--- config.mk ---
export PLATFORM = sky130hd
export DESIGN_NAME = mem_wb_top
export DESIGN_NICKNAME = d
export VERILOG_FILES = /design/src/common/isa_pkg.sv /design/src/common/pipe_pkg.sv /design/src/memory/memory_stage.sv /design/src/design/mem_wb_latch.sv /design/src/writeback/writeback_stage.sv /design/src/design/reg_file.sv /design/src/design/mem_wb_top.sv
export VERILOG_INCLUDE_DIRS = /design/src /design/src/common
export SDC_FILE = /design/constraint.sdc
export NUM_CORES = 2
export LEC_CHECK = 0
export BUFFER_PORTS_ARGS = -buffer_cell sky130_fd_sc_hd__buf_2
export CORE_MARGIN = 1.5
export CORE_UTILIZATION = 30
export CTS_CLUSTER_DIAMETER = 30
export DETAILED_ROUTE_END_ITERATION = 12
export PLACE_DENSITY = 0.42
export REMOVE_ABC_BUFFERS = 1
export SLEW_MARGIN = 20
export SYNTH_ARGS = -nofsm -noshare
export SYNTH_HDL_FRONTEND = slang
export SYNTH_MEMORY_MAX_BITS = 65536
export SYNTH_SLANG_ARGS = --single-unit
export TNS_END_PERCENT = 1
--- constraint.sdc ---
create_clock -name clk -period 4.22 [get_ports clk]
set_clock_uncertainty 0.15 [all_clocks]
set_input_delay 0.633 -clock clk [delete_from_list [all_inputs] [get_ports clk]]
set_output_delay 0.633 -clock clk [all_outputs]
set_load 0.01 [all_outputs]
--- src/common/core_defines.svh ---
`ifndef CORE_DEFINES_SVH
`define CORE_DEFINES_SVH

// Datapath and address width.
`define CORE_DATA_W 16

// Register select width and register count.
`define CORE_REG_SEL_W 4
`define CORE_REG_COUNT 16

// Data memory depth in 16-bit words.
`define CORE_MEM_WORDS 256

// Bubble filler values.
`define CORE_NOP_FILL 16'hffff
`define CORE_NOP_INSTR 16'h0800
`define CORE_NOP_SEL 4'hf

`endif

--- src/common/isa_pkg.sv ---
package isa_pkg;

    // Upper five bits of the instruction word.
    typedef enum logic [4:0] {
        HALT = 5'b00000,
        NOP  = 5'b00001,
        JAL  = 5'b00110,
        ST   = 5'b10000,
        LD   = 5'b10001
    } opcode_e;

    // Where the register write value comes from.
    typedef enum logic [1:0] {
        ALU  = 2'd0,
        MEM  = 2'd1,
        LINK = 2'd2
    } wb_src_e;

    // Processor status, sticky until reset.
    typedef enum logic [1:0] {
        RUN    = 2'd0,
        HALTED = 2'd1,
        FAULT  = 2'd2
    } core_status_e;

endpackage

--- src/common/pipe_pkg.sv ---
`include "core_defines.svh"

package pipe_pkg;

    // Execute to memory bundle.
    typedef struct packed {
        logic [`CORE_DATA_W-1:0]    pc;
        logic [`CORE_DATA_W-1:0]    instruction;
        logic [`CORE_DATA_W-1:0]    alu_out;
        logic [`CORE_DATA_W-1:0]    store_data;
        logic                       mem_read;
        logic                       mem_write;
        logic                       mem_to_reg;
        logic                       link;
        logic                       reg_write;
        logic                       halt;
        logic [`CORE_REG_SEL_W-1:0] write_sel;
        logic                       instr_align_err;
    } ex_mem_t;

    // Memory to writeback bundle, before and after the latch.
    typedef struct packed {
        logic [`CORE_DATA_W-1:0]    pc;
        logic [`CORE_DATA_W-1:0]    instruction;
        logic [`CORE_DATA_W-1:0]    alu_out;
        logic [`CORE_DATA_W-1:0]    read_data;
        logic                       mem_to_reg;
        logic                       link;
        logic                       reg_write;
        logic                       halt;
        logic [`CORE_REG_SEL_W-1:0] write_sel;
        logic                       instr_align_err;
        logic                       data_align_err;
    } mem_wb_t;

    // Register file write port.
    typedef struct packed {
        logic                       en;
        logic [`CORE_REG_SEL_W-1:0] sel;
        logic [`CORE_DATA_W-1:0]    data;
    } reg_wr_t;

endpackage

--- src/memory/memory_stage.sv ---
`include "core_defines.svh"

module memory_stage (
    input  logic              clk,
    input  logic              reset,
    input  pipe_pkg::ex_mem_t ex_mem,
    output pipe_pkg::mem_wb_t mem_bundle
);

    localparam int addr_w = $clog2(`CORE_MEM_WORDS);

    logic [`CORE_DATA_W-1:0] data_mem [`CORE_MEM_WORDS];
    logic [addr_w-1:0]       word_addr;
    logic                    misaligned;
    logic                    store_en;

    // Word addressed, so the byte offset bit is dropped.
    assign word_addr = ex_mem.alu_out[addr_w:1];

    assign misaligned = (ex_mem.mem_read | ex_mem.mem_write) & ex_mem.alu_out[0];

    // Misaligned stores never reach the array.
    assign store_en = ex_mem.mem_write & ~misaligned & ~reset;

    always_ff @(posedge clk) begin
        if (store_en) begin
            data_mem[word_addr] <= ex_mem.store_data;
        end
    end

    always_comb begin
        mem_bundle.pc              = ex_mem.pc;
        mem_bundle.instruction     = ex_mem.instruction;
        mem_bundle.alu_out         = ex_mem.alu_out;
        mem_bundle.mem_to_reg      = ex_mem.mem_to_reg;
        mem_bundle.link            = ex_mem.link;
        mem_bundle.reg_write       = ex_mem.reg_write;
        mem_bundle.halt            = ex_mem.halt;
        mem_bundle.write_sel       = ex_mem.write_sel;
        mem_bundle.instr_align_err = ex_mem.instr_align_err;
        mem_bundle.data_align_err  = misaligned;
        // Async read, old contents on a same-cycle store.
        if (ex_mem.mem_read) begin
            mem_bundle.read_data = data_mem[word_addr];
        end else begin
            mem_bundle.read_data = '0;
        end
    end

endmodule

--- src/design/mem_wb_latch.sv ---
`include "core_defines.svh"

module mem_wb_latch (
    input  logic              clk,
    input  logic              reset,
    input  logic              nop,
    input  pipe_pkg::mem_wb_t mem_bundle,
    output pipe_pkg::mem_wb_t wb_bundle
);

    import pipe_pkg::*;

    // Bubble contents, all flags low.
    localparam mem_wb_t nop_bundle = '{
        pc:          `CORE_NOP_FILL,
        instruction: `CORE_NOP_INSTR,
        alu_out:     `CORE_NOP_FILL,
        read_data:   `CORE_NOP_FILL,
        write_sel:   `CORE_NOP_SEL,
        default:     '0
    };

    mem_wb_t next_bundle;
    logic    kill_write;

    assign kill_write = mem_bundle.halt | mem_bundle.instr_align_err
                      | mem_bundle.data_align_err;

    always_comb begin
        next_bundle           = mem_bundle;
        next_bundle.reg_write = mem_bundle.reg_write & ~kill_write;
        if (nop) begin
            next_bundle = nop_bundle;
        end
    end

    always_ff @(posedge clk) begin
        if (reset) begin
            wb_bundle <= '0;
        end else begin
            wb_bundle <= next_bundle;
        end
    end

endmodule

--- src/writeback/writeback_stage.sv ---
`include "core_defines.svh"

module writeback_stage (
    input  logic                  clk,
    input  logic                  reset,
    input  pipe_pkg::mem_wb_t     wb_bundle,
    output pipe_pkg::reg_wr_t     reg_wr,
    output isa_pkg::core_status_e status
);

    import isa_pkg::*;

    localparam logic [`CORE_DATA_W-1:0] link_step = 2;

    wb_src_e                 wb_src;
    core_status_e            status_next;
    logic [`CORE_DATA_W-1:0] write_data;
    logic                    any_err;

    // Link wins over a load.
    always_comb begin
        if (wb_bundle.link) begin
            wb_src = LINK;
        end else if (wb_bundle.mem_to_reg) begin
            wb_src = MEM;
        end else begin
            wb_src = ALU;
        end
    end

    always_comb begin
        case (wb_src)
            LINK:    write_data = wb_bundle.pc + link_step;
            MEM:     write_data = wb_bundle.read_data;
            default: write_data = wb_bundle.alu_out;
        endcase
    end

    assign any_err = wb_bundle.instr_align_err | wb_bundle.data_align_err;

    // Errors take precedence over halt.
    always_comb begin
        status_next = status;
        case (status)
            RUN: begin
                if (any_err) begin
                    status_next = FAULT;
                end else if (wb_bundle.halt) begin
                    status_next = HALTED;
                end
            end
            HALTED:  status_next = HALTED;
            FAULT:   status_next = FAULT;
            default: status_next = FAULT;
        endcase
    end

    always_ff @(posedge clk) begin
        if (reset) begin
            status <= RUN;
        end else begin
            status <= status_next;
        end
    end

    // No writes once stopped.
    assign reg_wr.en   = wb_bundle.reg_write & (status == RUN);
    assign reg_wr.sel  = wb_bundle.write_sel;
    assign reg_wr.data = write_data;

endmodule

--- src/design/reg_file.sv ---
`include "core_defines.svh"

module reg_file (
    input  logic                       clk,
    input  logic                       reset,
    input  pipe_pkg::reg_wr_t          reg_wr,
    input  logic [`CORE_REG_SEL_W-1:0] read_sel_a,
    input  logic [`CORE_REG_SEL_W-1:0] read_sel_b,
    output logic [`CORE_DATA_W-1:0]    read_data_a,
    output logic [`CORE_DATA_W-1:0]    read_data_b
);

    logic [`CORE_DATA_W-1:0] regs [`CORE_REG_COUNT];

    always_ff @(posedge clk) begin
        if (reset) begin
            for (int i = 0; i < `CORE_REG_COUNT; i++) begin
                regs[i] <= '0;
            end
        end else if (reg_wr.en) begin
            regs[reg_wr.sel] <= reg_wr.data;
        end
    end

    // Reads see the value before a same-edge write.
    assign read_data_a = regs[read_sel_a];
    assign read_data_b = regs[read_sel_b];

endmodule

--- src/design/mem_wb_top.sv ---
`include "core_defines.svh"

module mem_wb_top (
    input  logic                       clk,
    input  logic                       reset,
    input  logic                       nop,
    input  pipe_pkg::ex_mem_t          ex_mem,
    input  logic [`CORE_REG_SEL_W-1:0] read_sel_a,
    input  logic [`CORE_REG_SEL_W-1:0] read_sel_b,
    output pipe_pkg::mem_wb_t          wb_bundle,
    output logic [`CORE_DATA_W-1:0]    read_data_a,
    output logic [`CORE_DATA_W-1:0]    read_data_b,
    output isa_pkg::core_status_e      status
);

    import pipe_pkg::*;

    mem_wb_t mem_bundle;
    reg_wr_t reg_wr;

    memory_stage memory_stage_i (
        .clk        (clk),
        .reset      (reset),
        .ex_mem     (ex_mem),
        .mem_bundle (mem_bundle)
    );

    mem_wb_latch mem_wb_latch_i (
        .clk        (clk),
        .reset      (reset),
        .nop        (nop),
        .mem_bundle (mem_bundle),
        .wb_bundle  (wb_bundle)
    );

    writeback_stage writeback_stage_i (
        .clk       (clk),
        .reset     (reset),
        .wb_bundle (wb_bundle),
        .reg_wr    (reg_wr),
        .status    (status)
    );

    reg_file reg_file_i (
        .clk         (clk),
        .reset       (reset),
        .reg_wr      (reg_wr),
        .read_sel_a  (read_sel_a),
        .read_sel_b  (read_sel_b),
        .read_data_a (read_data_a),
        .read_data_b (read_data_b)
    );

endmodule

==> reports/results.txt <==
Post-Syn Instances = 8,515
Hold Path Class = in -> reg
Top cells by area, synth = edfxtp_1 76%, mux4_2 12%, mux2i_1 3.3%
Iteration-0 DRC Markers = 8,615
Overflow after GRT = 0
CTS tree = yes
Residual DRC = 0
Resized Gates After CTS = 0
Max Root-Sink Buffers = 5
Slowest stage delay, CP = 1050 ps
Max VDD drop = 0.000461 V
Fill cells = 51,300
Leakage = 76.1 nW
Multi-input logic area = 38,300 µm²
Clk slew on worst S/H paths = 50 ps
M1 WL = 244,000 µm
TritonCTS Sinks = 4,428
WP data required = 5110 ps
Outcome = completed
Startpoint Class = input pin
Synthesized flop and latch total = 4,428
Reg-to-reg startpoint = memory_stage_i.data_mem[185][9]
Pwr dens = 593 nW/µm²
Tot Pwr = 0.134 W
# port buffers = 193
Avg WL per Cell = 29.8 µm
Largest family of logic cells by synthesized area = multiplexers
Max-cap violations = 0
Adder and majority cell fraction of the synthesized area = 0.00724%
Area share of and/or/nand/nor cells after synthesis = 2.93%
Crit path DAT = 4620 ps
Initial antenna violation count = 41
Cell mode on critical path = buf_4
Layout area overhead = 30.8%
Critical-path cell list = dlygate4sd3_1 > buf_2 > nor2b_4 > nand2_1 > buf_4 > a2111oi_0 > a211oi_1 > nand4b_1 > buf_4 > o21ai_1 > a2111oi_2
Slew margin rel. = 8.40%
Sequential share of the synthesized area = 76.5%
CORE AREA = 574,000 µm²
Uppermost layer routed = met4
Nets = 10,300
Synth async-reset ratio = 0%
Htree depth = 7
Fin area = 226,000 µm²
Share of the synthesized area in the top cell type = 75.6%
Initial Util = 30.1%
Critical path's slowest cell = a2111oi_0
CTS root buffer = clkbuf_16
Clk_lat worst skew = 1190 ps
Final Hold Vio Count = 0
WL met2 = 266,000 µm
R2r worst-path depth = 8
Xor-xnor portion of the synthesized cell area = 0.0659%
Cts hold-fix bufs = 124
R2R setup slack = 850 ps
RSZ-0062 raised after global routing = false
Final setup TNS = 0 ps
Fmax = 0.268 GHz
RR Endpoint = mem_wb_latch_i.wb_bundle[19]
Die ar. = 581,000 µm²
Setup repair bufs after CTS = 0
Largest net degree at the start of global routing = 113
Hold wc startpoint = ex_mem[34]
Yosys cell types = 54
Crit share post-route = 88.5%
Crit path max fanout = 10
Vias per cell = 5.04
Post-DP HPWL = 340,000 µm
GRT Total Usage = 18.9%
TritonCTS Buffers = 1,108
Synth Area in Compound Gates = 3.25%
Hold depth = 4
Die width = 762 µm
Drt first pass iters = 5
CP delay by family, top = compound AO/OA/AOI/OAI gates
Synth warnings = 0
# rows = 278
Finish-stage setup viols = 0
Syn Area/Cell = 20.3 µm²
Worst-margin pin slew = 1340 ps
Setup crit end kind = flop
Tmin final = 3730 ps
Crit path kind = in -> reg
Share of cells above drive strength 1 = 34.2%
Placed standard-cell area = 190,000 µm²
Yosys top cell by area = edfxtp_1
WP buf/inv = 4
Final Max Slew Viols = 0
Multiplexer share of the synthesized area = 15.6%
Via count = 93,700
Die Height = 762 µm
# IOs = 194
Overall routed net length = 555,000 µm
Post-route ant nets = 0
EDFF count, synth = 4,352
WL met3 = 29,900 µm
Final GP Congestion = 0.809
Synth Flop Type = edfxtp_1
FF/Latch Area = 132,000 µm²
Cell Area, Synth = 173,000 µm²
Hold Path Sink = mem_wb_latch_i.wb_bundle[33]
First-pass GRT wire length = 772,000 µm
Number of global-route vias before repair = 98,300
[placed cells by master, fill, tap and decap left out, types with 135 or more instances in the layout]
cell and count:
buf_4 680, a21oi_1 156, clkbuf_1 135, buf_2 171, clkbuf_16 1133, clkinv_1 167
nor2_1 572, buf_12 169, clkinv_2 168, mux2i_1 575, a22oi_1 209, edfxtp_1 4352
mux4_2 895
[area by class of cell]
class	instances	area share, %
antenna	16	0.0177
clock buffer	1275	12.8
clock inverter	615	2.79
multi-input combinational	3547	16.9
sequential	4428	58.5
tap	7560	4.18
timing repair buffer	1162	4.80
[through the flow]
stage | util, % | instances | setup slack (ps) | hold slack, ps
after floorplan | - | 7975 | -2870 | 357
after global placement | 33.0 | 16600 | -609 | 318
after detailed placement | 33.0 | 16600 | -544 | 327
after CTS | 39.4 | 18600 | 513 | 3.41
after global routing | 39.4 | 18600 | 494 | 66.7
final | 39.4 | 18600 | 486 | 121
[report_power, final]
part / switching (W) / internal [W]
clock: 0.0244 / 0.0554
combinational: 0.00354 / 0.00197
sequential: 0.000152 / 0.0486
[worst max-delay path by stage]
stage	startpoint	end	cells after the start
finish	ex_mem[33]	mem_wb_latch_i.wb_bundle[15]	11
global route	ex_mem[28]	mem_wb_latch_i.wb_bundle[25]	12
CTS	reg_file_i.regs[3][2]	read_data_a[2]	3
detailed placement	ex_mem[28]	mem_wb_latch_i.wb_bundle[25]	12
global placement	ex_mem[28]	mem_wb_latch_i.wb_bundle[24]	11
floorplan	ex_mem[29]	mem_wb_latch_i.wb_bundle[17]	7
[metal layers]
layer  GRT usage, %  vias up
li1               -    39200
met1           25.8    50400
met2           30.5     3221
met3           3.49      912
met4           6.26        0
met5              0        -
[Yosys cell counts, types with 8 or more instances]
master	n
o2111ai_1	15
nand2_1	125
a21oi_1	156
nor2b_1	29
a32oi_1	16
a22o_1	33
a2111oi_0	16
a22oi_1	209
a2111oi_2	9
o21ai_0	119
and2_1	25
o21ai_1	12
mux2i_1	575
clkbuf_1	271
nand4_1	64
dfxtp_1	76
nor2_1	669
edfxtp_1	4352
mux4_2	895
o22ai_1	66
nand4b_1	14
a31oi_1	17
mux2_2	99
nand2b_1	23
buf_1	47
buf_4	75
nor3_1	21
and3_1	64
buf_2	106
xnor2_1	8
buf_6	34
a211oi_1	79
nand3_1	95
a221oi_1	63
[registers in the layout (all words and copies together) (netlist names)]
signal                    flops
reg_file_i.regs             256
mem_wb_latch_i.wb_bundle     74
memory_stage_i.data_mem    4096
writeback_stage_i.status      2
[cells by family (layout without fill, tap and decap cells)]
kind of cell | after synthesis | count (layout)
buffers and inverters | 540 | 3052
AND/OR/NAND/NOR | 1142 | 1142
XOR/XNOR | 13 | 13
other | 0 | 16
AO/OA/AOI/OAI | 822 | 822
adder cells (fa/ha/maj) | 1 | 1
flip-flops | 4428 | 4428
multiplexers | 1569 | 1569
[worst register-to-register path, stage by stage (launching register included)]
cell       delay, ps
edfxtp_1         380
mux4_2           460
a32oi_1          460
nand4_1          510
buf_4            320
nand4b_1         400
buf_4            290
nor2_1           110
a2111oi_1         70
Power figures use the tool's default switching activity.
